<file path="config.mk">
export PLATFORM = sky130hd
export DESIGN_NAME = seat_router
export DESIGN_NICKNAME = d
export VERILOG_FILES = /design/src/gauntlet_pkg.sv /design/src/seat_router.sv
export SDC_FILE = /design/constraint.sdc
export NUM_CORES = 1
export LEC_CHECK = 0
export ABC_AREA = 0
export BUFFER_PORTS_ARGS = -buffer_cell sky130_fd_sc_hd__buf_2
export CORE_ASPECT_RATIO = 1.5
export CORE_MARGIN = 5
export CORE_UTILIZATION = 45
export DETAILED_ROUTE_END_ITERATION = 10
export MAX_ROUTING_LAYER = met4
export PLACE_DENSITY_LB_ADDON = 0.08
export SLEW_MARGIN = 20
export SYNTH_ARGS = -nofsm -noshare
export SYNTH_HDL_FRONTEND = slang
export SYNTH_SLANG_ARGS = --single-unit
</file>
<file path="constraint.sdc">
create_clock -name vclk -period 1.8
set_clock_uncertainty 0.2 [all_clocks]
set_input_delay 0.18 -clock vclk [all_inputs]
set_output_delay 0.18 -clock vclk [all_outputs]
set_load 0.01 [all_outputs]
</file>
<file path="src/gauntlet_pkg.sv">
// Shared widths and the ROM download address map
// Game type codes, joystick, keyboard event and seat select types
// Scan code tables for the Gauntlet and Vindicators Part II key maps
// Four-player game test

package gauntlet_pkg;

	// ##########################################################################
	// Widths and address map
	// ##########################################################################
	localparam int IOCTL_AW     = 25;         // Loader byte address
	localparam int PROG_AW      = 19;         // CPU program word address
	localparam int PROG_BANK_AW = 15;         // 32K words per bank
	localparam int AUDIO_AW     = 15;         // 32 KB audio ROM

	localparam logic [IOCTL_AW-1:0] PROG_A_BASE = 25'h00C0000; // 9A/9B, 64 KB
	localparam logic [IOCTL_AW-1:0] PROG_B_BASE = 25'h0100000; // 7A/7B, 64 KB
	localparam logic [IOCTL_AW-1:0] AUDIO_BASE  = 25'h0140000; // 16S, 32 KB

	// Read address bits 18..15 per bank
	localparam logic [3:0] PROG_A_SEL = 4'd0;
	localparam logic [3:0] PROG_B_SEL = 4'd4;

	localparam logic [15:0] IDX_ROM  = 16'd0; // ROM image
	localparam logic [15:0] IDX_GAME = 16'd1; // Game type byte

	localparam int NUM_PLAYERS = 4;
	localparam int VIND_COINS  = 2;           // Coins 3 and 4 unused in Vindicators

	// ##########################################################################
	// Types
	// ##########################################################################
	typedef logic [7:0]  byte_t;
	typedef logic [15:0] word_t;

	typedef enum logic [7:0] {
		GT_GAUNTLET    = 8'd104,
		GT_GAUNTLET2   = 8'd106,
		GT_GAUNTLET_2P = 8'd107,
		GT_VIND2       = 8'd118
	} game_t;

	// MSB first, so right lands in bit 0
	typedef struct packed {
		logic       start;  // Bit 9
		logic       coin;   // Bit 8
		logic [3:0] btn;    // Buttons 4..1
		logic       up;
		logic       down;
		logic       left;
		logic       right;  // Bit 0
	} joy_t;

	typedef logic [1:0] seat_sel_t;           // Joystick offset per seat

	typedef struct packed {
		logic       toggle; // Flips on every event
		logic       pressed;
		logic [8:0] code;   // Bit 8 marks extended codes
	} ps2_key_t;

	// ##########################################################################
	// Scan codes
	// ##########################################################################
	// Gauntlet, indexed by player
	localparam logic [8:0] KG_UP    [NUM_PLAYERS] = '{9'h175, 9'h02D, 9'h043, 9'h075};
	localparam logic [8:0] KG_DOWN  [NUM_PLAYERS] = '{9'h172, 9'h02B, 9'h042, 9'h072};
	localparam logic [8:0] KG_LEFT  [NUM_PLAYERS] = '{9'h16B, 9'h023, 9'h03B, 9'h06B};
	localparam logic [8:0] KG_RIGHT [NUM_PLAYERS] = '{9'h174, 9'h034, 9'h04B, 9'h074};
	localparam logic [8:0] KG_FIRE  [NUM_PLAYERS] = '{9'h014, 9'h01C, 9'h114, 9'h070};
	localparam logic [8:0] KG_MAGIC [NUM_PLAYERS] = '{9'h011, 9'h01B, 9'h059, 9'h071};
	localparam logic [8:0] KC_COIN  [NUM_PLAYERS] = '{9'h02E, 9'h036, 9'h03D, 9'h03E};

	// Vindicators, indexed by port bit: L trig, R trig, L thumb, R thumb, then treads
	localparam logic [8:0] KV_P1 [8] = '{9'h01C, 9'h02B, 9'h015, 9'h02D,
		9'h01D, 9'h024, 9'h01B, 9'h023};
	localparam logic [8:0] KV_P2 [8] = '{9'h033, 9'h04B, 9'h035, 9'h044,
		9'h03C, 9'h043, 9'h03B, 9'h042};
	localparam logic [8:0] KV_START [2] = '{9'h016, 9'h01E}; // Keys 1 and 2

	// Gauntlet and Gauntlet II have four character seats
	function automatic logic is_four_player(game_t gt);
		return (gt == GT_GAUNTLET) || (gt == GT_GAUNTLET2);
	endfunction

endpackage

</file>
<file path="src/seat_router.sv">
// Joystick to character seat routing
// Per-seat rotating offset in four-player games, identity otherwise

`timescale 1ns/1ps

module seat_router (
	input  gauntlet_pkg::joy_t      joy_in   [gauntlet_pkg::NUM_PLAYERS],
	input  gauntlet_pkg::seat_sel_t seat_sel [gauntlet_pkg::NUM_PLAYERS],
	input  gauntlet_pkg::game_t     game_type,
	output gauntlet_pkg::joy_t      joy_seat [gauntlet_pkg::NUM_PLAYERS]
);
	import gauntlet_pkg::*;

	always_comb begin
		seat_sel_t src; // Wraps mod 4 on its own
		for (int k = 0; k < NUM_PLAYERS; k++) begin
			src = seat_sel_t'(k) + seat_sel[k];
			if (is_four_player(game_type)) begin
				joy_seat[k] = joy_in[src];
			end else begin
				joy_seat[k] = joy_in[k];  // Two-player and Vindicators
			end
		end
	end

endmodule

</file>
Word-level counts from Yosys, hierarchy flattened --
Index checks and enable logic that the tools add are counted.
Storage, ports and cells: flip-flop bits (word level) 0, bits of input ports 56, output and inout bits 40, logic and storage cells 30
Cells by class: add/subtract/negate cells 3, $lt $le $gt $ge 4, eq/ne operators 2, mux-type cells 16, bitwise gates (word level) 4, reductions and logical operators 1
Operators with widths (number):
- $mux 10 | 12
- $bmux 10 s2 | 4
- $eq 8x7->1 const B | 2
- $ge 3x3->1 const B | 4
- $not 2->3 | 4
- $add 2x2->2 const A | 2
- $add 1x2->2 const A | 1
- $logic_or 1x1->1 | 1

Longest topological paths before layout --
depth in word-level cells 6, depth in mapped cells 6, mapped depth without buffers 3

Least setup slack after synthesis --
OpenSTA, ideal clock, no wires.
kind input to output, start input port game_type[2], end output port joy_seat[10] in the netlist's numbering, arrival time 1.189 ns, setup slack 0.231 ns, stages on the path 6, cell sequence nor4bb_1 buf_4 nand2_4 buf_6 buf_6 o2bb2ai_1
RTL lines:
- from (decl) | line seat_router.sv:9 | input gauntlet_pkg::game_t game_type,
- to (decl) | line seat_router.sv:10 | output gauntlet_pkg::joy_t joy_seat [gauntlet_pkg::NUM_PLAYERS]

==> flow_summary.toml <==
[status]
outcome = "finished, violations left"
violations = "negative setup slack"

[timing]
setup_slack_ns = -0.09196
drv_slew = 0
setup_viol = 32
max_freq_mhz = 528.6
worst_pin_slew_ns = 0.6341
layout_min_cycle_time_ns = 1.892
tns_ns = -1.515
slew_headroom_pct = 57.60
period_share_pct = 105.1
rsz0062_at_grt = "yes"
finalHoldViolations = 0

[routing]
drt_first_pass_iters = 4
wl_per_cell_um = 20.02
initialDrtViolationCount = 61
drcViolationCount = 0
wl_um = 5627
via_count = 1812
vias_per_cell = 6.448
final_antenna_net_count = 0

[global_routing]
grt_first_pass_wirelength_um = 8997
grt_max_degree = 31
globalRouteMet1Util_pct = 29.83
grt_pass1_vias = 1885
globalRouteOverflowTotal = 0
grt_use_met2_pct = 43.21
grt_antenna_before_repair = 0
grt_usage_pct = 24.54
grt-busiest-layer = "met2"
grtUsageMet3_pct = 3.089

[min_path]
hold_path_class = "in2out"

[placed_design]
pre_cts_slack_ns = -0.07684
dpl.cell_count = 281
place_hpwl_um = 4317
io_buffers = 95
placed_cell_area_um2 = 2028
gp_congestion = 0.8290

[setup_path]
worstPathCellList = "buf_2 -> nor4bb_1 -> buf_4 -> buf_4 -> o211ai_2 -> o2bb2ai_1 -> buf_2"
arrival_ns = 1.51
slowest_stage = "o211ai_2"
critPathRequiredTime_ns = 1.42
crit_fanout = 10
path_class = "in2out"
critical-path-max-stage-delay_ns = 0.28
cp-end-kind = "output pin"
startpoint_type = "primary input"

[logic_synthesis]
synth_cell_types = 18
synth_common_cells = "34 x mux2_2, 31 x o2bb2ai_1, 29 x a22oi_1"
yosysMostFrequentCell = "mux2_2"
yosys.area.top_type = "mux2_2"
synthTopCellsByArea = "mux2_2 27%, o2bb2ai_1 19%, mux4_1 16%, a22oi_1 15%, mux2_4 6.3%"
syn_area_um2 = 1436
yosysTopAreaCellShare_pct = 26.66
ys_warn_count = 0
netlist_instances = 139
synth_area_per_cell_um2 = 10.33
synth_fp_nets = 195
synth-seq-area-share_pct = 0

[die]
rows = 25
die-area_um2 = 4445
die_w_um = 56.13
die_y_um = 79.20
ios = 96
coreArea_um2 = 3128
initial_core_util_pct = 45.92

[job]
drv_cap = 0

[power_and_ir_drop]
ir_worst_vdd_mv = 0.1279
p_leak_uw = 0.0009678
p_per_area_nw_per_um2 = 229.5

[cells_and_area]
clkbuf_count = 0
fin_nets = 299
drive_above_1_share_pct = 67.63
syn_to_final_growth_pct = 41.99
fillers = 283
stdcell_count = 281
seq_cells = 0
final_area_um2 = 2039
antenna_cells = 0
register_area_um2 = 0

[cts]
post_cts_buffers = 0
-- worst paths after layout --
kind              slack, ns      endpoint          from  cells after the start
setup / recovery      -0.09  joy_seat[25]  game_type[2]                      7
hold / removal         0.50  joy_seat[29]    joy_in[29]                      3
-- cell usage in the layout (no fill, tap or decap), types with 3 or more instances in the layout --
cell and instances:
nor2b_1 3, o2bb2ai_1 31, mux2_4 6, buf_2 94, mux2_2 34, mux4_1 9, a22oi_1 29, buf_4 24
-- metrics by stage --
stage / power (µW) / hold slack [ns] / util (%)
final: 468.0 / 0.4961 / 65.20
after global routing: 503.6 / 0.5112 / 65.20
after CTS: 464.1 / 0.4949 / 64.92
after detailed placement: 461.5 / 0.4913 / 64.84
after global placement: 446.6 / 0.4901 / 64.84
after floorplan: 258.9 / 0.2946 / -
-- area by class of cell --
type	count	area [µm²]	share of cell area [%]
multi-input cells	123	1339	65.64
repair buffers	118	650.6	31.90
well taps	40	50.05	2.454
-- critical path, delay by kind of cell --
family / cells / cell delay [ns]
compound gates: 2 / 0.51
buf+inv: 4 / 0.56
simple gates: 1 / 0.25
-- metal layers --
metal / routed length, µm / part of all wire [%] / up-vias
met3: 518 / 9.2 / 9
met5: 0 / 0 / -
met4: 68 / 1.2 / 0
met1: 2237 / 40 / 873
li1: - / - / 825
met2: 2802 / 50 / 105
-- repair_timing --
item	4_1_cts	5_1_grt
resized for setup	1	1
setup endpoints to repair	38	39
pin swaps	0	0
hold buffers	0	0
-- report_power, final --
part	total (µW)	leakage [µW]	switching (µW)	internal [µW]
clock	0	0	0	0
combinational	468	0.000968	219	249
sequential	0	0	0	0
-- kinds of logic after synthesis --
family                 after synthesis  synth area share (%)
muxes                               51                 50.78
AOI/OAI and AO/OA                   64                 37.20
buffers and inverters               16                 7.404
and+or+nand+nor                      8                 4.617
(Power assumes the default switching activity.)
