--- config.mk ---
export PLATFORM = sky130hd
export DESIGN_NAME = key_decoder
export DESIGN_NICKNAME = d
export VERILOG_FILES = /design/src/gauntlet_pkg.sv /design/src/key_decoder.sv
export SDC_FILE = /design/constraint.sdc
export NUM_CORES = 1
export LEC_CHECK = 0
export ABC_AREA = 1
export BUFFER_PORTS_ARGS = -buffer_cell sky130_fd_sc_hd__buf_2
export CORE_MARGIN = 10
export CORE_UTILIZATION = 45
export DETAILED_ROUTE_END_ITERATION = 7
export GPL_TIMING_DRIVEN = 0
export PLACE_DENSITY = 0.67
export SLEW_MARGIN = 30
export SYNTH_ARGS = -nofsm -noshare
export SYNTH_HDL_FRONTEND = slang
export SYNTH_SLANG_ARGS = --single-unit
--- constraint.sdc ---
create_clock -name clk_sys -period 2 [get_ports clk_sys]
set_input_delay 0.4 -clock clk_sys [delete_from_list [all_inputs] [get_ports clk_sys]]
set_output_delay 0.4 -clock clk_sys [all_outputs]
set_load 0.005 [all_outputs]
--- src/gauntlet_pkg.sv ---
// Shared widths and the ROM download address map
// Game type codes, joystick, keyboard event and seat select types
// Scan code tables for the Gauntlet and Vindicators Part II key maps
// Four-player game test

package gauntlet_pkg;

	// ##########################################################################
	// Widths and address map
	// ##########################################################################
	localparam int IOCTL_AW     = 25;         // Loader byte address
	localparam int PROG_AW      = 19;         // CPU program word address
	localparam int PROG_BANK_AW = 15;         // 32K words per bank
	localparam int AUDIO_AW     = 15;         // 32 KB audio ROM

	localparam logic [IOCTL_AW-1:0] PROG_A_BASE = 25'h00C0000; // 9A/9B, 64 KB
	localparam logic [IOCTL_AW-1:0] PROG_B_BASE = 25'h0100000; // 7A/7B, 64 KB
	localparam logic [IOCTL_AW-1:0] AUDIO_BASE  = 25'h0140000; // 16S, 32 KB

	// Read address bits 18..15 per bank
	localparam logic [3:0] PROG_A_SEL = 4'd0;
	localparam logic [3:0] PROG_B_SEL = 4'd4;

	localparam logic [15:0] IDX_ROM  = 16'd0; // ROM image
	localparam logic [15:0] IDX_GAME = 16'd1; // Game type byte

	localparam int NUM_PLAYERS = 4;
	localparam int VIND_COINS  = 2;           // Coins 3 and 4 unused in Vindicators

	// ##########################################################################
	// Types
	// ##########################################################################
	typedef logic [7:0]  byte_t;
	typedef logic [15:0] word_t;

	typedef enum logic [7:0] {
		GT_GAUNTLET    = 8'd104,
		GT_GAUNTLET2   = 8'd106,
		GT_GAUNTLET_2P = 8'd107,
		GT_VIND2       = 8'd118
	} game_t;

	// MSB first, so right lands in bit 0
	typedef struct packed {
		logic       start;  // Bit 9
		logic       coin;   // Bit 8
		logic [3:0] btn;    // Buttons 4..1
		logic       up;
		logic       down;
		logic       left;
		logic       right;  // Bit 0
	} joy_t;

	typedef logic [1:0] seat_sel_t;           // Joystick offset per seat

	typedef struct packed {
		logic       toggle; // Flips on every event
		logic       pressed;
		logic [8:0] code;   // Bit 8 marks extended codes
	} ps2_key_t;

	// ##########################################################################
	// Scan codes
	// ##########################################################################
	// Gauntlet, indexed by player
	localparam logic [8:0] KG_UP    [NUM_PLAYERS] = '{9'h175, 9'h02D, 9'h043, 9'h075};
	localparam logic [8:0] KG_DOWN  [NUM_PLAYERS] = '{9'h172, 9'h02B, 9'h042, 9'h072};
	localparam logic [8:0] KG_LEFT  [NUM_PLAYERS] = '{9'h16B, 9'h023, 9'h03B, 9'h06B};
	localparam logic [8:0] KG_RIGHT [NUM_PLAYERS] = '{9'h174, 9'h034, 9'h04B, 9'h074};
	localparam logic [8:0] KG_FIRE  [NUM_PLAYERS] = '{9'h014, 9'h01C, 9'h114, 9'h070};
	localparam logic [8:0] KG_MAGIC [NUM_PLAYERS] = '{9'h011, 9'h01B, 9'h059, 9'h071};
	localparam logic [8:0] KC_COIN  [NUM_PLAYERS] = '{9'h02E, 9'h036, 9'h03D, 9'h03E};

	// Vindicators, indexed by port bit: L trig, R trig, L thumb, R thumb, then treads
	localparam logic [8:0] KV_P1 [8] = '{9'h01C, 9'h02B, 9'h015, 9'h02D,
		9'h01D, 9'h024, 9'h01B, 9'h023};
	localparam logic [8:0] KV_P2 [8] = '{9'h033, 9'h04B, 9'h035, 9'h044,
		9'h03C, 9'h043, 9'h03B, 9'h042};
	localparam logic [8:0] KV_START [2] = '{9'h016, 9'h01E}; // Keys 1 and 2

	// Gauntlet and Gauntlet II have four character seats
	function automatic logic is_four_player(game_t gt);
		return (gt == GT_GAUNTLET) || (gt == GT_GAUNTLET2);
	endfunction

endpackage

--- src/key_decoder.sv ---
// Keyboard event decoder
// Input register and toggle edge detect, then the Gauntlet or
// Vindicators map into held key bits per player and coin bits

`timescale 1ns/1ps

module key_decoder (
	input  logic                     clk_sys,
	input  logic                     rst,
	input  gauntlet_pkg::ps2_key_t   ps2_key,
	input  gauntlet_pkg::game_t      game_type,
	output gauntlet_pkg::byte_t      key_p [gauntlet_pkg::NUM_PLAYERS],
	output logic [3:0]               key_coin
);
	import gauntlet_pkg::*;

	ps2_key_t ev_q;   // Registered event
	logic     tog_q;  // Toggle seen one cycle earlier

	always_ff @(posedge clk_sys) begin
		if (rst) begin
			ev_q     <= '0;
			tog_q    <= 1'b0;
			key_p    <= '{default: '0};
			key_coin <= '0;
		end else begin
			ev_q  <= ps2_key;
			tog_q <= ev_q.toggle;

			if (ev_q.toggle != tog_q) begin // New event
				if (game_type == GT_VIND2) begin
					// Tank sticks on P1 and P2, all eight bits
					for (int b = 0; b < 8; b++) begin
						if (ev_q.code == KV_P1[b]) key_p[0][b] <= ev_q.pressed;
						if (ev_q.code == KV_P2[b]) key_p[1][b] <= ev_q.pressed;
					end
					for (int s = 0; s < 2; s++) begin
						if (ev_q.code == KV_START[s]) key_p[2][s] <= ev_q.pressed; // Starts in P3
					end
					for (int c = 0; c < VIND_COINS; c++) begin
						if (ev_q.code == KC_COIN[c]) key_coin[c] <= ev_q.pressed;
					end
				end else begin
					// Gauntlet layout, same bits for every player
					for (int p = 0; p < NUM_PLAYERS; p++) begin
						if (ev_q.code == KG_UP[p])    key_p[p][7] <= ev_q.pressed;
						if (ev_q.code == KG_DOWN[p])  key_p[p][6] <= ev_q.pressed;
						if (ev_q.code == KG_LEFT[p])  key_p[p][5] <= ev_q.pressed;
						if (ev_q.code == KG_RIGHT[p]) key_p[p][4] <= ev_q.pressed;
						if (ev_q.code == KG_FIRE[p])  key_p[p][1] <= ev_q.pressed;
						if (ev_q.code == KG_MAGIC[p]) key_p[p][0] <= ev_q.pressed;
						if (ev_q.code == KC_COIN[p])  key_coin[p] <= ev_q.pressed;
					end
				end
			end
		end
	end

endmodule

# After elaboration in Yosys (flattened, before gate mapping)
# Cells that the tools add are included.
# totals
regBits	44
in_bits	21
wordCells	164
# op_classes
n_eq_ne	53
muxes	28
bitwise_logic	1
n_reduce_logical	46
# op_table
cell	n
$eq 9x6->1 const B	13
$eq 9x7->1 const B	11
$reduce_and 3->1	30
$eq 9x5->1 const B	8
$eq 9x9->1 const B	5
$ne 2x1->1 const B	14
$reduce_bool 2->1	14
$mux 1	24
$eq 8x7->1 const B	1
$mux 6	1
$mux 2	2
$mux 4	1
$reduce_and 2->1	2
$ne 1x1->1	1
$not 1->1	1

# Longest topological paths before layout
# logic_depth
ltp_word	3
ltp_mapped	10
depth_no_buf	10

# Worst setup path before layout
# No wires, ideal clock.
# synth_path
kind	in2reg
from	in game_type[1]
to	reg key_p[1] (netlist bit)
setup_ps	118
t_arrival_ps	1169
path_slack_ps	713
stages	8
n_path_buf	1
path_cell_list	nand2_1 -> nor2_2 -> nand2_4 -> nand2_2 -> buf_6 -> nor2_1 -> o21ai_0 -> nor2_1
# synth_via
elab_chain_cells	3
# synth_rtl
item	line_no	rtl
start, declared	key_decoder.sv:11	input gauntlet_pkg::game_t game_type,
$eq 8x7->1	key_decoder.sv:31	if (game_type == GT_VIND2) begin
$not 1->1 (no line)	-	
$reduce_and 3->1 (no line)	-	
end signal, assigned by index	key_decoder.sv:34	if (ev_q.code == KV_P1[b]) key_p[0][b] <= ev_q.pressed;
end signal, assigned by index	key_decoder.sv:35	if (ev_q.code == KV_P2[b]) key_p[1][b] <= ev_q.pressed;
end signal, assigned by index	key_decoder.sv:38	if (ev_q.code == KV_START[s]) key_p[2][s] <= ev_q.pressed;
end, declared	key_decoder.sv:12	output gauntlet_pkg::byte_t key_p [gauntlet_pkg::NUM_PLAYERS],
# No other way between the ends.
# A chain may end at the register's enable or synchronous reset.

# Final worst setup path
# layout_path
from	reg ev_q[3] (netlist bit)
to	reg key_p[16] (netlist bit)
# layout_via
elab_chain_cells	3
elab_cells_between_ends	5
classes_between	3 x eq/ne; 2 x reduce/logical
# layout_rtl
item	line_no	rtl
start, declared	key_decoder.sv:17	ps2_key_t ev_q;
start signal, assigned	key_decoder.sv:27	ev_q <= ps2_key;
$eq 9x6->1 or $eq 9x5->1 (tied branches)	key_decoder.sv:35, key_decoder.sv:51	
$ne 2x1->1 (no line) or $reduce_bool 2->1 (tied branches)	-	
$reduce_and 3->1 (no line) *	-	
# Every way passes the cells marked *; elsewhere a longest branch is shown, timed or not.

==> out/qor_table.md <==
| Result | Reported |
|:---|:---|
| Insertion delay of the later-clocked pin in the worst-skew pair | 300 ps |
| Number of hold-slack violations in the final timing report | 0 |
| Core Rows | 26 |
| Ranking of synthesized cells by area | sky130_fd_sc_hd__dfxtp_1 (36%), sky130_fd_sc_hd__nand2_1 (17%), sky130_fd_sc_hd__nor2_1 (13%) |
| Number of maximum-capacitance constraint violations | 0 |
| Violation count after the first detailed-routing iteration | 115 |
| WS Path Type | reg -> reg |
| Final net count | 476 |
| Power density normalized to cell area | 612 nW/um2 |
| Number of cells in the design after placement | 518 |
| Total of warnings raised by yosys | 0 |
| Total clock buffers created by CTS | 5 |
| Fill cells | 548 |
| Initial antenna violation count | 0 |
| Antenna Diode Count | 0 |
| Final-report setup violation count | 0 |
| Area Growth Syn to Fin | 18.9% |
| Static leakage | 1.48 nW |
| Final clock period utilization by the worst path | 72.7% |
| Clock group share of total power | 38.2% |
| Clock-pin slew on the worst setup and hold paths | 80 ps |
| Max Freq | 688 MHz |
| Root buffer selected by CTS | sky130_fd_sc_hd__clkbuf_8 |
| Synthesized instance count | 394 |
| Sum of negative setup slack | 0 ps |
| Overall power after layout | 1.78 mW |
| Maximum vdd drop | 317 uV |
| Vias in the first global route | 2436 |
| Sw Ratio | 25.6% |
| Outcome | complete, no violations |
| Critical path required time | 2190 ps |
| Horizontal die dimension | 93.7 um |
| Sum of routed wire length over all layers | 7260 um |
| # Post-CTS Setup Buffers | 0 |
| RD Place Congestion | 0.901 |
| Synthesized flop and latch total | 44 |
| Tightest Pin Transition | 540 ps |
| Share of power burned in combinational logic | 11.0% |
| Buffer levels on the longest clock path | 2 |
| Data arrival, critical path | 1650 ps |
| CTS Hold Bufs | 0 |
| Flip-flop and latch area | 881 um2 |
| Register share of total power | 50.7% |
| Detailed-router iteration count before antenna repair | 4 |
| Remaining max-slew budget at the tightest pin | 64.0% |
| DP HPWL | 5800 um |
| Switching power | 0.456 mW |
| Floorplan die area | 8780 um2 |
| Endpoint kind of the worst setup timing path | flop |
| Int Pwr | 1.32 mW |
| Number of sinks driven by the clock tree | 44 |
| Area occupied by multi-input gates | 1300 um2 |
| Remaining antenna violation count after routing | 0 |
| Vias per std cell | 4.84 |
| Starting utilization of the core area | 47.3% |
| Clock skew | 8.04 ps |
| Core area | 5170 um2 |
| Height of the die | 93.7 um |
| Count of input and output buffers | 51 |
| Post-cts repair resize count | 0 |
| Detailed-route DRC error count | 0 |
| Layout cell share with drive strength beyond 1 | 21.7% |
| Max H-tree Level | 2 |
| Wire length of the first global-routing pass | 12000 um |
| Tot GR Track Use | 16.9% |
| Syn avg cell area | 6.21 um2 |
| Tightest Hold Check Type | in -> reg |
| CTS tree | yes |
| Wirelength per Cell | 13.8 um |
| Post-route minimum period | 1450 ps |
| RSZ-0062 raised after global routing | no |
| Portion of synthesized cell area occupied by the leading cell type | 36.0% |
| Final Slew Violations | 0 |
| Worst setup SP type | flop |
| Total congestion overflow | 0 |
| Via total after detailed routing | 2544 |
| Peak fanout along the critical path | 5 |
| Post-Layout Cell Count | 526 |
| Sequential fraction of the synthesis area | 36.0% |
| Largest net degree at the start of global routing | 14 |
| Post-route core utilization | 56.2% |
| Synth unique cells | 29 |
| Top Ports | 57 |
| Top cell type by total area after synthesis | sky130_fd_sc_hd__dfxtp_1 |
| Netlist Area Pre-Place | 2440 um2 |
-- final timing paths --
path | from | endpoint | slack (ps) | depth (start not counted)
min | ps2_key[2] | ev_q[2] | 300 | 3
max | ev_q[3] | key_p[16] | 550 | 8
min reg2reg | key_p[18] | key_p[18] | 460 | 2
max reg2reg | ev_q[3] | key_p[16] | 550 | 8
-- registers in the layout, indices dropped and copies added (netlist names) --
signal / cells
key_p: 28
ev_q: 11
key_coin: 4
tog_q: 1
-- layer usage --
layer | global-route usage (%) | part of all wire, %
met3 | 4.40 | 7.1
met2 | 28.3 | 47
met1 | 20.3 | 44
met5 | 0 | 0
met4 | 6.08 | 1.8
-- layout by cell type (no fill, tap or decap), types with 5 or more instances in the layout --
master / Yosys / routed
sky130_fd_sc_hd__inv_1: 41 / 41
sky130_fd_sc_hd__o21ai_0: 9 / 9
sky130_fd_sc_hd__a21oi_1: 21 / 21
sky130_fd_sc_hd__nor3_1: 7 / 7
sky130_fd_sc_hd__buf_2: 5 / 56
sky130_fd_sc_hd__nor2_1: 84 / 84
sky130_fd_sc_hd__buf_4: 5 / 5
sky130_fd_sc_hd__nor2_2: 11 / 11
sky130_fd_sc_hd__nand3_1: 25 / 25
sky130_fd_sc_hd__clkbuf_8: 0 / 5
sky130_fd_sc_hd__nand2_1: 109 / 109
sky130_fd_sc_hd__dfxtp_1: 44 / 44
-- logic make-up after synthesis --
logic type	Yosys count	share of synthesized area, %
and+or+nand+nor	252	44.7
other	1	0.153
AOI/OAI and AO/OA	36	7.78
DFF	44	36.0
buffers and inverters	61	11.3
-- critical path: stages, from the launching register on --
cell and delay (ps):
sky130_fd_sc_hd__dfxtp_1 360, sky130_fd_sc_hd__nor2_1 300, sky130_fd_sc_hd__nand3_1 210, sky130_fd_sc_hd__inv_1 170, sky130_fd_sc_hd__nand2_1 80, sky130_fd_sc_hd__nand2_2 70, sky130_fd_sc_hd__nand3_1 60, sky130_fd_sc_hd__nand2_1 70
sky130_fd_sc_hd__nor2_1 30
-- layout make-up --
type                       instances  share of cell area, %
tap                               70                   3.01
sequential                        44                   30.3
buffer                            15                   3.57
inverter                          46                   5.94
clock inverter                     2                   1.21
timing repair buffer              51                   8.78
clock buffer                       6                   2.50
multi-input combinational        292                   44.7
-- through the flow --
| step | hold WS [ps] | setup WS, ps | area (um2) |
|---|---|---|---|
| finish | 302 | 546 | 2910 |
| detailed placement | 456 | 364 | 2800 |
| global route | 305 | 347 | 2910 |
| floorplan | 440 | 713 | 2460 |
| CTS | 297 | 524 | 2910 |
| global placement | 447 | 374 | 2800 |
-- power by group through the flow --
stage,clock network [mW],registers (mW),logic [mW]
after global routing,0.718,0.905,0.223
after floorplan,0,0.920,0.136
after global placement,0,0.924,0.195
after CTS,0.695,0.903,0.197
after detailed placement,0,0.924,0.196
final,0.681,0.903,0.196
-- cell usage after synthesis --
library cell,n
sky130_fd_sc_hd__nor2_2,11
sky130_fd_sc_hd__inv_1,41
sky130_fd_sc_hd__buf_1,1
sky130_fd_sc_hd__dfxtp_1,44
sky130_fd_sc_hd__nand2_2,4
sky130_fd_sc_hd__nor2_1,84
sky130_fd_sc_hd__clkbuf_1,1
sky130_fd_sc_hd__buf_6,3
sky130_fd_sc_hd__nand3_1,25
sky130_fd_sc_hd__nor3_2,1
sky130_fd_sc_hd__inv_2,4
sky130_fd_sc_hd__a21oi_1,21
sky130_fd_sc_hd__nand2_4,1
sky130_fd_sc_hd__o21ai_1,2
sky130_fd_sc_hd__buf_2,5
sky130_fd_sc_hd__o21ai_0,9
sky130_fd_sc_hd__nor2_4,1
sky130_fd_sc_hd__conb_1,1
sky130_fd_sc_hd__nand4_1,4
sky130_fd_sc_hd__nor2_8,1
sky130_fd_sc_hd__o21ai_2,1
sky130_fd_sc_hd__nand3_2,3
sky130_fd_sc_hd__buf_4,5
sky130_fd_sc_hd__a21oi_2,1
sky130_fd_sc_hd__a31oi_1,2
sky130_fd_sc_hd__nand2_1,109
sky130_fd_sc_hd__nor3_1,7
sky130_fd_sc_hd__clkinv_1,1
sky130_fd_sc_hd__nand3b_1,1
Power figures use the tool's default switching activity.
