--- src/gauntlet_pkg.sv ---
// Shared widths and the ROM download address map
// Game type codes, joystick, keyboard event and seat select types
// Scan code tables for the Gauntlet and Vindicators Part II key maps
// Four-player game test

package gauntlet_pkg;

	// ##########################################################################
	// Widths and address map
	// ##########################################################################
	localparam int IOCTL_AW     = 25;         // Loader byte address
	localparam int PROG_AW      = 19;         // CPU program word address
	localparam int PROG_BANK_AW = 15;         // 32K words per bank
	localparam int AUDIO_AW     = 15;         // 32 KB audio ROM

	localparam logic [IOCTL_AW-1:0] PROG_A_BASE = 25'h00C0000; // 9A/9B, 64 KB
	localparam logic [IOCTL_AW-1:0] PROG_B_BASE = 25'h0100000; // 7A/7B, 64 KB
	localparam logic [IOCTL_AW-1:0] AUDIO_BASE  = 25'h0140000; // 16S, 32 KB

	// Read address bits 18..15 per bank
	localparam logic [3:0] PROG_A_SEL = 4'd0;
	localparam logic [3:0] PROG_B_SEL = 4'd4;

	localparam logic [15:0] IDX_ROM  = 16'd0; // ROM image
	localparam logic [15:0] IDX_GAME = 16'd1; // Game type byte

	localparam int NUM_PLAYERS = 4;
	localparam int VIND_COINS  = 2;           // Coins 3 and 4 unused in Vindicators

	// ##########################################################################
	// Types
	// ##########################################################################
	typedef logic [7:0]  byte_t;
	typedef logic [15:0] word_t;

	typedef enum logic [7:0] {
		GT_GAUNTLET    = 8'd104,
		GT_GAUNTLET2   = 8'd106,
		GT_GAUNTLET_2P = 8'd107,
		GT_VIND2       = 8'd118
	} game_t;

	// MSB first, so right lands in bit 0
	typedef struct packed {
		logic       start;  // Bit 9
		logic       coin;   // Bit 8
		logic [3:0] btn;    // Buttons 4..1
		logic       up;
		logic       down;
		logic       left;
		logic       right;  // Bit 0
	} joy_t;

	typedef logic [1:0] seat_sel_t;           // Joystick offset per seat

	typedef struct packed {
		logic       toggle; // Flips on every event
		logic       pressed;
		logic [8:0] code;   // Bit 8 marks extended codes
	} ps2_key_t;

	// ##########################################################################
	// Scan codes
	// ##########################################################################
	// Gauntlet, indexed by player
	localparam logic [8:0] KG_UP    [NUM_PLAYERS] = '{9'h175, 9'h02D, 9'h043, 9'h075};
	localparam logic [8:0] KG_DOWN  [NUM_PLAYERS] = '{9'h172, 9'h02B, 9'h042, 9'h072};
	localparam logic [8:0] KG_LEFT  [NUM_PLAYERS] = '{9'h16B, 9'h023, 9'h03B, 9'h06B};
	localparam logic [8:0] KG_RIGHT [NUM_PLAYERS] = '{9'h174, 9'h034, 9'h04B, 9'h074};
	localparam logic [8:0] KG_FIRE  [NUM_PLAYERS] = '{9'h014, 9'h01C, 9'h114, 9'h070};
	localparam logic [8:0] KG_MAGIC [NUM_PLAYERS] = '{9'h011, 9'h01B, 9'h059, 9'h071};
	localparam logic [8:0] KC_COIN  [NUM_PLAYERS] = '{9'h02E, 9'h036, 9'h03D, 9'h03E};

	// Vindicators, indexed by port bit: L trig, R trig, L thumb, R thumb, then treads
	localparam logic [8:0] KV_P1 [8] = '{9'h01C, 9'h02B, 9'h015, 9'h02D,
		9'h01D, 9'h024, 9'h01B, 9'h023};
	localparam logic [8:0] KV_P2 [8] = '{9'h033, 9'h04B, 9'h035, 9'h044,
		9'h03C, 9'h043, 9'h03B, 9'h042};
	localparam logic [8:0] KV_START [2] = '{9'h016, 9'h01E}; // Keys 1 and 2

	// Gauntlet and Gauntlet II have four character seats
	function automatic logic is_four_player(game_t gt);
		return (gt == GT_GAUNTLET) || (gt == GT_GAUNTLET2);
	endfunction

endpackage

--- src/port_encoder.sv ---
// Player and system port encoder
// Registered tank tread conversion for seats 0 and 1,
// active-low player bytes per game and the system byte

`timescale 1ns/1ps

module port_encoder (
	input  logic                   clk_sys,
	input  logic                   rst,
	input  gauntlet_pkg::joy_t     joy_seat [gauntlet_pkg::NUM_PLAYERS],
	input  gauntlet_pkg::byte_t    key_p    [gauntlet_pkg::NUM_PLAYERS],
	input  logic [3:0]             key_coin,
	input  logic                   service,
	input  gauntlet_pkg::game_t    game_type,
	output gauntlet_pkg::byte_t    port_p   [gauntlet_pkg::NUM_PLAYERS],
	output logic [4:0]             sys_in
);
	import gauntlet_pkg::*;

	logic [3:0] tread_q [2]; // {X back, W back, X fwd, W fwd}
	logic       vind;

	// Stick to tread table
	function automatic logic [3:0] tread_of(joy_t j);
		case ({j.up, j.down, j.left, j.right})
			4'b1000: tread_of = 4'b0011; // Up, both forward
			4'b0100: tread_of = 4'b1100; // Down, both back
			4'b0010: tread_of = 4'b0110; // Left, W back X fwd
			4'b0001: tread_of = 4'b1001; // Right, W fwd X back
			4'b1010: tread_of = 4'b0010; // Up-left
			4'b1001: tread_of = 4'b0001; // Up-right
			4'b0101: tread_of = 4'b0100; // Down-right
			4'b0110: tread_of = 4'b1000; // Down-left
			default: tread_of = 4'b0000; // Centre or odd combos
		endcase
	endfunction

	always_ff @(posedge clk_sys) begin
		if (rst) begin
			tread_q <= '{default: '0};
		end else begin
			for (int s = 0; s < 2; s++) tread_q[s] <= tread_of(joy_seat[s]);
		end
	end

	assign vind = game_type == GT_VIND2;

	// ##########################################################################
	// Player bytes, key OR stick, inverted
	// ##########################################################################
	always_comb begin
		for (int k = 0; k < NUM_PLAYERS; k++) begin
			port_p[k] = ~(key_p[k] | {joy_seat[k].up, joy_seat[k].down,
				joy_seat[k].left, joy_seat[k].right, joy_seat[k].btn});
		end
		if (vind) begin
			port_p[0] = ~(key_p[0] | {tread_q[0], joy_seat[0].btn});
			port_p[1] = ~(key_p[1] | {tread_q[1], joy_seat[1].btn});
			port_p[2] = ~(key_p[2] | {6'b0, joy_seat[1].start, joy_seat[0].start});
			port_p[3] = ~key_p[3];  // Keys only
		end
	end

	// Service in bit 4, then coins for seats 0..3
	assign sys_in = {~service,
	                 ~(key_coin[0] | joy_seat[0].coin),
	                 ~(key_coin[1] | joy_seat[1].coin),
	                 ~(key_coin[2] | joy_seat[2].coin),
	                 ~(key_coin[3] | joy_seat[3].coin)};

endmodule

--- config.mk ---
export PLATFORM = sky130hd
export DESIGN_NAME = port_encoder
export DESIGN_NICKNAME = d
export VERILOG_FILES = /design/src/gauntlet_pkg.sv /design/src/port_encoder.sv
export SDC_FILE = /design/constraint.sdc
export NUM_CORES = 1
export LEC_CHECK = 0
export BUFFER_PORTS_ARGS = -buffer_cell sky130_fd_sc_hd__clkbuf_2
export CAP_MARGIN = 20
export CORE_MARGIN = 3
export CORE_UTILIZATION = 24
export DETAILED_ROUTE_END_ITERATION = 10
export PLACE_DENSITY = 0.74
export SLEW_MARGIN = 20
export SYNTH_ARGS = -nofsm -noshare
export SYNTH_HDL_FRONTEND = slang
export SYNTH_SLANG_ARGS = --single-unit
--- constraint.sdc ---
create_clock -name clk_sys -period 1 [get_ports clk_sys]
set_input_delay 0.1 -clock clk_sys [delete_from_list [all_inputs] [get_ports clk_sys]]
set_output_delay 0.1 -clock clk_sys [all_outputs]
set_load 0.1 [all_outputs]
# Word-level counts from Yosys, hierarchy flattened

Memory sizes are Yosys's and may differ from the RTL's. A register that Yosys moved wholly into a read port is not among the register bits.
Index checks and enable logic that the tools add are counted.

Equal/unequal tests: 1
Mux-type cells: 1
Bitwise logic cells: 24

Operators by type and width:

| operator                                                         | count |
|---|---|
| 8-bit inverter                                                   | 8 |
| 8-bit OR                                                         | 6 |
| 32-bit 2-to-1 mux                                                | 1 |
| 8-bit by 7-bit == test with 1-bit output (second input constant) | 1 |
| 8-bit by 2-bit OR with 8-bit output                              | 1 |
| 1-bit inverter                                                   | 5 |
| 1-bit OR                                                         | 4 |

Register bits: 0
ROM bits: 128
Input bits: 87
Output and inout bits: 37
Logic and storage cells: 28
Memories: 2

Memories:

| name            | words | width | rd ports | clocked after memory_dff | wr ports | RTL line           | text |
|---|---|---|---|---|---|---|---|
| (no name shown) | 16    | 4     | 1        | 1                        | 0        | port_encoder.sv:25 | `case ({j.up, j.down, j.left, j.right})` |
| (no name shown) | 16    | 4     | 1        | 1                        | 0        | port_encoder.sv:25 |  |

# Longest topological paths before layout

Gate-level depths: netlist of the first run.

Depth after elaboration: 3
Depth in mapped cells: 5
Depth with buffers taken out: 3

# Worst setup path after synthesis of the first run

Ideal clock, no wire load.

Path kind: input port to output port
Start point: input game_type[3]
End point: output port_p[0] in the netlist's numbering
Arrival: 2.217 ns
Data required time: 0.900 ns
Path slack: -1.317 ns
Cell stages on the path: 4
Cells stage by stage: and4bb_1 > nand4_4 > buf_6 > a21oi_1

RTL lines:

| element         | RTL line           | text |
|---|---|---|
| start, declared | port_encoder.sv:14 | `input gauntlet_pkg::game_t game_type,` |
| end, declared   | port_encoder.sv:15 | `output gauntlet_pkg::byte_t port_p [gauntlet_pkg::NUM_PLAYERS],` |

==> flow_summary_export.csv, run 1 <==
group,metric,value,unit
logic_synthesis,netlist_area,709,sq um
final_layout,diodes,0,
min_path,holdPathEnd,"tread_q[7]",
worst_setup_path,cp-start-kind,"input port",
clock_network,hold_buffers,0,
final_layout,utilization,76.7,%
worst_setup_path,path_max_fanout,8,
global_routing,grt_pass1_wl,4990,microns
logic_synthesis,synth_area_leaders,"dfxtp_1, nor2_1, a21oi_2, mux2_4, mux2_2",
detailed_routing,drc,0,
floorplanning,die_h,60.4,microns
timing,max_freq,740,MHz
power,irDropWorstVdd,0.820,mV
detailed_routing,routed_wl,3440,microns
clock_network,clockBufferDepth,2,
timing,timing.hold.ws,0.0868,ns
final_layout,reg.largest.list,"tread_q x8",
clock_network,cts_buffers,3,
global_routing,gr-usage-all-layers,18.2,%
detailed_routing,viasPerCell,4.73,
logic_synthesis,synth-seq-area-share,22.6,%
final_layout,largest_reg_flops,8,
power,pwr-share-comb,69.8,%
global_routing,overflow,0,
logic_synthesis,synth_nets,180,
power,seq_power_share,17.4,%
logic_synthesis,synth_top_cell_by_area,"dfxtp_1",
global_routing,grt_pass1_vias,1166,
logic_synthesis,synth_edf_count,0,
power,power.leakage,1.04,nW
timing,slew_viol_final,0,
final_layout,regMostFlops,"tread_q",
final_layout,multiInputGateArea,662,sq um
logic_synthesis,ys_seq_elements,8,
timing,finalCriticalPeriod,1.35,ns
logic_synthesis,syn_area_per_cell,7.63,sq um
power,internal_power,0.979,mW
clock_network,clockRootBuffer,"clkbuf_4",
floorplanning,initial_core_util,25.5,%
logic_synthesis,yosys_warnings,0,
logic_synthesis,synthFlopType,"dfxtp_1",
placed_design,port-buffer-count,121,
timing,setup_viol,24,
timing,relSlewSlack,80.6,%
power,sw_frac_of_total,49.1,%
min_path,hold_class,"in -> reg",
status,status,"finished, violations left",
floorplanning,die_w,60.4,microns
final_layout,final_nets,309,
status,violations,"setup timing",
placed_design,place.gp.congestion,0.734,
min_path,worstHoldStart,"joy_seat[33]",
final_layout,register_area,160,sq um
power,power_density,902,mW/mm^2
clock_network,cts_num_sinks,8,
timing,worstMarginPinSlew,0.289,ns
timing,fin_setup_tns,-7.78,ns
worst_setup_path,arrival,1.25,ns
worst_setup_path,cp.required,0.90,ns
power,power_switching,0.946,mW
worst_setup_path,end_kind,"output pin",
min_path,holdPathStages,2,
logic_synthesis,ys_types,16,
floorplanning,io_pins,124,
detailed_routing,num_vias,1186,
final_layout,fillers,188,
timing,hold_violations,0,
placed_design,pre_cts_ws,-0.370,ns
global_routing,antenna_found_initial,0,
timing,setup_slack,-0.351,ns
final_layout,areaGrowthSynthToFinish,201,%
logic_synthesis,synth_common_cells,"nor2_1, a21oi_2, dfxtp_1",
detailed_routing,antenna_violating_nets_post_route,0,
logic_synthesis,yosysMostFrequentCell,"nor2_1",
clock_network,cts_tree,"yes",
logic_synthesis,synth_cells,93,
floorplanning,dieArea,0.00364,sq mm
job,drv_cap,0,
clock_network,path_clk_slew,0.05,ns
worst_setup_path,critPathKind,"in -> out",
final_layout,drive_gt1_share,75.9,%
detailed_routing,routedWlPerCell,13.7,microns
logic_synthesis,yosysTopAreaCellShare,22.6,%
floorplanning,core_area,0.00278,sq mm
timing,period_share,135,%
timing,rsz0062_at_grt,"true",
clock_network,htreeDepth,1,
power,p_clk_share,12.8,%
detailed_routing,first_pass_iters,2,
logic_synthesis,async_reset_ff_share,0,%
detailed_routing,drtIter0Drc,15,
floorplanning,rows,19,
placed_design,hpwl,3270,microns
global_routing,grt_max_degree,11,
routing by layer:
metal  wire [microns]  vias to the layer above  global-route usage [%]
met5                0                        -                       0
li1                 -                      578                       -
met2             1920                       68                    36.3
met1             1070                      536                    17.7
met3              428                        4                    5.74
met4               18                        0                    5.06
timing repair:
item | CTS | global route
hold endpoints to repair | 0 | 0
setup buffers | 1 | 1
gates resized for setup | 0 | 2
endpoints found under the setup margin | 24 | 24
pin swaps | 2 | 1
power groups by stage:
stage / clock network [mW] / registers, mW / logic (mW)
detailed placement: 0 / 0.342 / 1.35
finish: 0.246 / 0.335 / 1.34
global placement: 0 / 0.341 / 1.33
floorplan: 0 / 0.340 / 0.733
CTS: 0.250 / 0.335 / 1.35
global route: 0.264 / 0.336 / 1.40
layout by cell type (no fill, tap or decap), types with 3 or more instances in the layout:
master / Yosys / final
clkbuf_2: 0 / 84
buf_12: 0 / 39
nor2_1: 38 / 26
a21oi_4: 0 / 14
nor2_2: 0 / 12
dfxtp_1: 8 / 8
mux2_4: 5 / 5
mux2_2: 5 / 5
nor3_1: 4 / 4
nor4_1: 4 / 4
inv_1: 3 / 3
clkbuf_4: 0 / 3
cells by family after synthesis:
group                  count (synthesis)  share of synthesized area [%]
AO/OA/AOI/OAI                         16                           16.6
buffers and inverters                  6                           5.29
flip-flops                             8                           22.6
multiplexers                          12                           21.3
AND/OR/NAND/NOR                       51                           34.2
critical path, stage by stage:
cell and delay, ns:
clkbuf_2 0.08, and4bb_1 0.30, nand4_4 0.11, buf_12 0.17, mux2_4 0.31, buf_12 0.17
how the worst max path moves through the flow:
stage                       startpoint    endpoint
after floorplan           game_type[7]  port_p[10]
after global placement    game_type[7]  port_p[29]
after detailed placement  game_type[7]  port_p[28]
after CTS                 game_type[3]  port_p[28]
after global routing      game_type[3]  port_p[31]
final                     game_type[3]  port_p[30]
per-stage QoR:
stage          cells  total power [mW]  cell area (sq um)
2_1_floorplan     93              1.07                877
3_3_place_gp     246              1.67               2090
3_5_place_dp     246              1.69               2090
4_1_cts          250              1.94               2120
5_1_grt          251              1.99               2130
6_report         251              1.92               2130
layout make-up:
cell class                 count  area share (%)
clock buffer                   3            1.06
timing repair buffer         127            58.1
tap                           31            1.82
sequential                     8            7.51
multi-input combinational     79            31.0
inverter                       3           0.528
(Power assumes the default switching activity.)
==> inputs of run 2 (changes only) <==
--- a/config.mk
+++ b/config.mk
@@ -8,9 +8,10 @@
 export BUFFER_PORTS_ARGS = -buffer_cell sky130_fd_sc_hd__clkbuf_2
 export CAP_MARGIN = 20
 export CORE_MARGIN = 3
-export CORE_UTILIZATION = 24
+export CORE_UTILIZATION = 25
+export CTS_BUF_LIST = sky130_fd_sc_hd__clkbuf_4 sky130_fd_sc_hd__clkbuf_8
 export DETAILED_ROUTE_END_ITERATION = 10
-export PLACE_DENSITY = 0.74
+export PLACE_DENSITY = 0.77
 export SLEW_MARGIN = 20
 export SYNTH_ARGS = -nofsm -noshare
 export SYNTH_HDL_FRONTEND = slang
==> run 2 against run 1 <==
  * The run still ends with setup timing left
  * Wire length rose by 6.1%
  * Cell count rose by 0.40%
  * Maximum frequency barely moved
  * Power rose by 0.56%
  * Sequential power barely moved
  * Via count rose by 2.4%
==> flow_summary_export.csv, run 2 (same netlist as run 1, synthesis figures left out) <==
group,metric,value,unit
floorplanning,rows,18,
worst_setup_path,end_kind,"output pin",
floorplanning,io_pins,124,
timing,setup_slack,-0.351,ns
final_layout,final_common_cell,"clkbuf_2",
final_layout,diodes,0,
detailed_routing,viasPerCell,4.82,
worst_setup_path,cp_top_family,"buffers and inverters",
clock_network,clockRootBuffer,"clkbuf_4",
job,drv_cap,0,
final_layout,postLayoutCellArea,0.00219,sq mm
worst_setup_path,cp-start-kind,"input port",
global_routing,grt_pass1_wl,5560,microns
timing,timing.hold.ws,0.0903,ns
final_layout,fillers,153,
clock_network,cts_num_sinks,8,
detailed_routing,routed_wl,3650,microns
worst_setup_path,slowest_delay,0.31,ns
power,power_switching,0.955,mW
floorplanning,die_h,59.3,microns
global_routing,antenna_found_initial,0,
clock_network,cts_buffers,3,
timing,fin_setup_tns,-7.71,ns
floorplanning,initial_core_util,27.4,%
worst_setup_path,cp.required,0.90,ns
placed_design,hpwl,3070,microns
worst_setup_path,critPathMostFrequentCell,"buf_12",
final_layout,utilization,84.7,%
worst_setup_path,arrival,1.25,ns
power,power.leakage,1.07,nW
worst_setup_path,crit_chain,"clkbuf_2 > and4bb_1 > nand4_4 > buf_12 > mux2_4 > buf_12",
global_routing,gr-usage-all-layers,20.5,%
clock_network,cts_tree,"yes",
final_layout,drive_gt1_share,76.1,%
detailed_routing,drc,0,
final_layout,final_nets,311,
global_routing,overflow,0,
floorplanning,die_w,59.3,microns
detailed_routing,routedWlPerCell,14.5,microns
timing,hold_violations,0,
status,violations,"setup timing",
timing,worstMarginPinSlew,0.218,ns
final_layout,largest_reg_flops,8,
timing,relSlewSlack,85.3,%
global_routing,grt_max_degree,10,
floorplanning,core_area,0.00259,sq mm
clock_network,htreeDepth,1,
worst_setup_path,path_max_fanout,9,
power,p_clk_share,12.9,%
timing,setup_viol,24,
timing,max_freq,740,MHz
clock_network,clockBufferDepth,2,
final_layout,reg.largest.list,"tread_q x8",
power,sw_frac_of_total,49.3,%
final_layout,final_cell_mix,"clkbuf_2, buf_12, nor2_1, a21oi_4, nor2_2",
detailed_routing,num_vias,1215,
detailed_routing,antenna_violating_nets_post_route,0,
power,power_density,882,mW/mm^2
power,internal_power,0.981,mW
timing,period_share,135,%
min_path,hold_class,"in -> reg",
timing,slew_viol_final,0,
final_layout,regMostFlops,"tread_q",
status,status,"finished, violations left",
power,irDropWorstVdd,0.857,mV
worst_setup_path,cp.buffers_inverters,3,
global_routing,grt_pass1_vias,1297,
placed_design,place.gp.congestion,0.757,
clock_network,path_clk_slew,0.05,ns
final_layout,areaGrowthSynthToFinish,209,%
floorplanning,dieArea,0.00351,sq mm
worst_setup_path,critPathKind,"in -> out",
power,pwr-share-comb,69.8,%
timing,rsz0062_at_grt,"true",
detailed_routing,first_pass_iters,4,
worst_setup_path,critical_path.slowest_cell,"mux2_4",
detailed_routing,drtIter0Drc,36,
timing,finalCriticalPeriod,1.35,ns
placed_design,port-buffer-count,121,
placed_design,post_dp_cell_area,0.00208,sq mm
power,seq_power_share,17.3,%
## run 2: layout make-up
cell class	count	area (sq um)	share of cell area, %
clock buffers	3	22.5	1.03
multi-input cells	79	662	30.2
well taps	30	37.5	1.71
flip-flops and latches	8	160	7.30
repair buffers	129	1300	59.3
inverters	3	11.3	0.513
## run 2: what timing repair did
item | 4_1_cts | 5_1_grt
hold buffers | 0 | 0
setup endpoints to repair | 24 | 24
buffers inserted | 5 | 0
gates resized for setup | 1 | 0
hold endpoints to repair | 0 | 0
## run 2: metal layers
| metal | GRT usage [%] | routed length, microns | vias to the layer above |
|---|---|---|---|
| met5 | 0 | 0 | - |
| met3 | 5.01 | 384 | 9 |
| met4 | 5.83 | 57 | 0 |
| li1 | - | - | 579 |
| met2 | 42.3 | 2100 | 79 |
| met1 | 19.2 | 1110 | 548 |
## run 2: stage by stage
| step | cells | worst slack (ns) | power, mW |
|---|---|---|---|
| final | 252 | -0.351 | 1.94 |
| after global routing | 252 | -0.390 | 2.00 |
| after CTS | 252 | -0.362 | 1.94 |
| after detailed placement | 244 | -0.380 | 1.69 |
| after global placement | 244 | -0.359 | 1.67 |
| after floorplan | 93 | -0.542 | 1.07 |
## run 2: path summary, 6_finish.rpt
kind                  slack, ns  cells past startpoint          to         start
worst max-delay path      -0.35                      6   port_p[8]  game_type[7]
worst min-delay path       0.09                      2  tread_q[2]  joy_seat[23]
## run 2: power groups by stage
stage          Combinational [mW]  Clock (mW)  Sequential (mW)
3_3_place_gp                 1.33           0            0.342
4_1_cts                      1.36       0.246            0.335
5_1_grt                      1.40       0.264            0.335
3_5_place_dp                 1.35           0            0.341
2_1_floorplan               0.733           0            0.340
6_report                     1.35       0.249            0.335
==> inputs of run 3 (changes only) <==
--- a/config.mk
+++ b/config.mk
@@ -5,13 +5,14 @@
 export SDC_FILE = /design/constraint.sdc
 export NUM_CORES = 1
 export LEC_CHECK = 0
-export BUFFER_PORTS_ARGS = -buffer_cell sky130_fd_sc_hd__clkbuf_2
 export CAP_MARGIN = 20
 export CORE_MARGIN = 3
-export CORE_UTILIZATION = 25
+export CORE_UTILIZATION = 38
 export CTS_BUF_LIST = sky130_fd_sc_hd__clkbuf_4 sky130_fd_sc_hd__clkbuf_8
 export DETAILED_ROUTE_END_ITERATION = 10
-export PLACE_DENSITY = 0.77
+export DONT_BUFFER_PORTS = 1
+export PLACE_DENSITY = 0.5
+export SETUP_SLACK_MARGIN = 0.4
 export SLEW_MARGIN = 20
 export SYNTH_ARGS = -nofsm -noshare
 export SYNTH_HDL_FRONTEND = slang
==> constraint.sdc (replaced) <==
create_clock -name clk_sys -period 1.7 [get_ports clk_sys]
set_input_delay 0.17 -clock clk_sys [delete_from_list [all_inputs] [get_ports clk_sys]]
set_output_delay 0.17 -clock clk_sys [all_outputs]
set_load 0.1 [all_outputs]
==> run 3 against run 2 <==
  * The flow now finishes without violations
  * Critical path depth shrank 1
  * First-iteration DRC count decreased by 44%
  * Non-clock buffer count down 84
  * Global-route usage up 17 points
  * Cell count decreased by 36%
  * Design area down 29%
  * Sequential share of layout area rose by 3.0 points
  * Die area is 31% lower
  * Clock-buffer cell count did not move
  * Largest cell class unchanged
==> flow_summary_export.csv, run 3 (same netlist as run 1, synthesis figures left out) <==
group,metric,value,unit
placed_design,hpwl,2450,microns
clock_network,cts_tree,"yes",
placed_design,port-buffer-count,0,
final_layout,fillers,42,
power,irDropWorstVdd,0.566,mV
timing,setup_viol,0,
final_layout,reg.largest.list,"tread_q x8",
worst_setup_path,end_kind,"output pin",
global_routing,overflow,0,
timing,timing.hold.ws,0.0668,ns
timing,finalCriticalPeriod,1.47,ns
final_layout,diodes,0,
clock_network,path_clk_slew,0.06,ns
power,power_density,627,mW/mm^2
global_routing,grt_pass1_vias,1157,
power,p_clk_share,16.5,%
detailed_routing,routed_wl,4410,microns
floorplanning,core_area,0.00163,sq mm
detailed_routing,num_vias,1019,
floorplanning,dieArea,0.00242,sq mm
final_layout,drive_gt1_share,55.1,%
power,sw_frac_of_total,52.4,%
detailed_routing,drc,0,
detailed_routing,first_pass_iters,4,
timing,worstMarginPinSlew,0.341,ns
placed_design,place.gp.congestion,0.665,
global_routing,gr-usage-all-layers,37.2,%
power,power.leakage,0.643,nW
final_layout,final_cell_mix,"nor2_1, buf_12, a21oi_4, buf_4, nor2_2",
timing,period_share,86.5,%
timing,max_freq,680,MHz
timing,relSlewSlack,77.2,%
clock_network,htreeDepth,1,
floorplanning,io_pins,124,
detailed_routing,drtIter0Drc,20,
floorplanning,rows,14,
power,pwr-share-comb,63.2,%
worst_setup_path,arrival,1.30,ns
power,power,0.971,mW
timing,rsz0062_at_grt,"true",
power,power_switching,0.509,mW
timing,hold_violations,0,
status,status,"complete, no violations",
clock_network,clockRootBuffer,"clkbuf_4",
worst_setup_path,path_max_fanout,12,
global_routing,antenna_found_initial,0,
final_layout,areaGrowthSynthToFinish,118,%
timing,fin_setup_tns,0,ns
worst_setup_path,cp-start-kind,"input port",
final_layout,regMostFlops,"tread_q",
job,drv_cap,0,
final_layout,largest_reg_flops,8,
clock_network,cts_num_sinks,8,
floorplanning,initial_core_util,43.5,%
clock_network,cts_buffers,3,
worst_setup_path,critPathKind,"in -> out",
final_layout,final_common_cell,"nor2_1",
detailed_routing,viasPerCell,6.29,
floorplanning,die_w,49.2,microns
clock_network,clockBufferDepth,2,
power,seq_power_share,20.3,%
worst_setup_path,cp.required,1.53,ns
final_layout,final_nets,227,
detailed_routing,routedWlPerCell,27.2,microns
global_routing,grt_max_degree,13,
timing,slew_viol_final,0,
min_path,hold_class,"in -> reg",
detailed_routing,antenna_violating_nets_post_route,0,
global_routing,grt_pass1_wl,6580,microns
power,internal_power,0.462,mW
floorplanning,die_h,49.2,microns
[run 3: worst paths after layout]
path	start	endpoint	slack, ns	depth (start not counted)
worst min-delay path	joy_seat[33]	tread_q[5]	0.07	2
worst max-delay path	game_type[3]	port_p[31]	0.23	5
[run 3: power groups by stage]
stage	Combinational, mW	Clock, mW	Sequential [mW]
3_3_place_gp	0.572	0	0.200
3_5_place_dp	0.578	0	0.201
4_1_cts	0.600	0.149	0.197
5_1_grt	0.623	0.158	0.198
6_report	0.613	0.160	0.197
2_1_floorplan	0.431	0	0.200
[run 3: final cells by class]
type,instances,area [sq um],share of cell area [%]
Timing Repair Buffer,45,663,42.8
Tap cell,24,30.0,1.94
Multi-Input combinational cell,79,662,42.7
Inverter,3,11.3,0.727
Sequential cell,8,160,10.3
Clock buffer,3,22.5,1.45
[run 3: what timing repair did]
| item | in CTS | in global routing |
|---|---|---|
| pin swaps | 0 | 1 |
| gates cloned | 2 | 0 |
| resized for setup | 2 | 0 |
| hold endpoints to repair | 8 | 0 |
| hold buffers | 9 | 0 |
| buffers inserted | 1 | 0 |
| endpoints found under the setup margin | 24 | 24 |
[run 3: worst max-delay path: stages]
cell,delay (ns)
and4bb_1,0.32
nand4_4,0.13
buf_12,0.19
mux2_2,0.31
buf_12,0.18
[run 3: through the flow]
stage / setup WS, ns / instances / instance area (sq um) / util [%]
after floorplan: 0.0179 / 93 / 877 / -
after global placement: 0.258 / 147 / 1360 / 83.6
after detailed placement: 0.238 / 147 / 1360 / 83.6
after CTS: 0.262 / 162 / 1550 / 95.1
after global routing: 0.211 / 162 / 1550 / 95.1
final: 0.229 / 162 / 1550 / 95.1
[run 3: layer usage]
layer	share of wire (%)	vias up	global-route usage, %
met5	0	-	0
met4	4.7	0	22.7
met3	11	20	12.5
met2	54	110	69.2
met1	31	477	34.1
li1	-	412	-
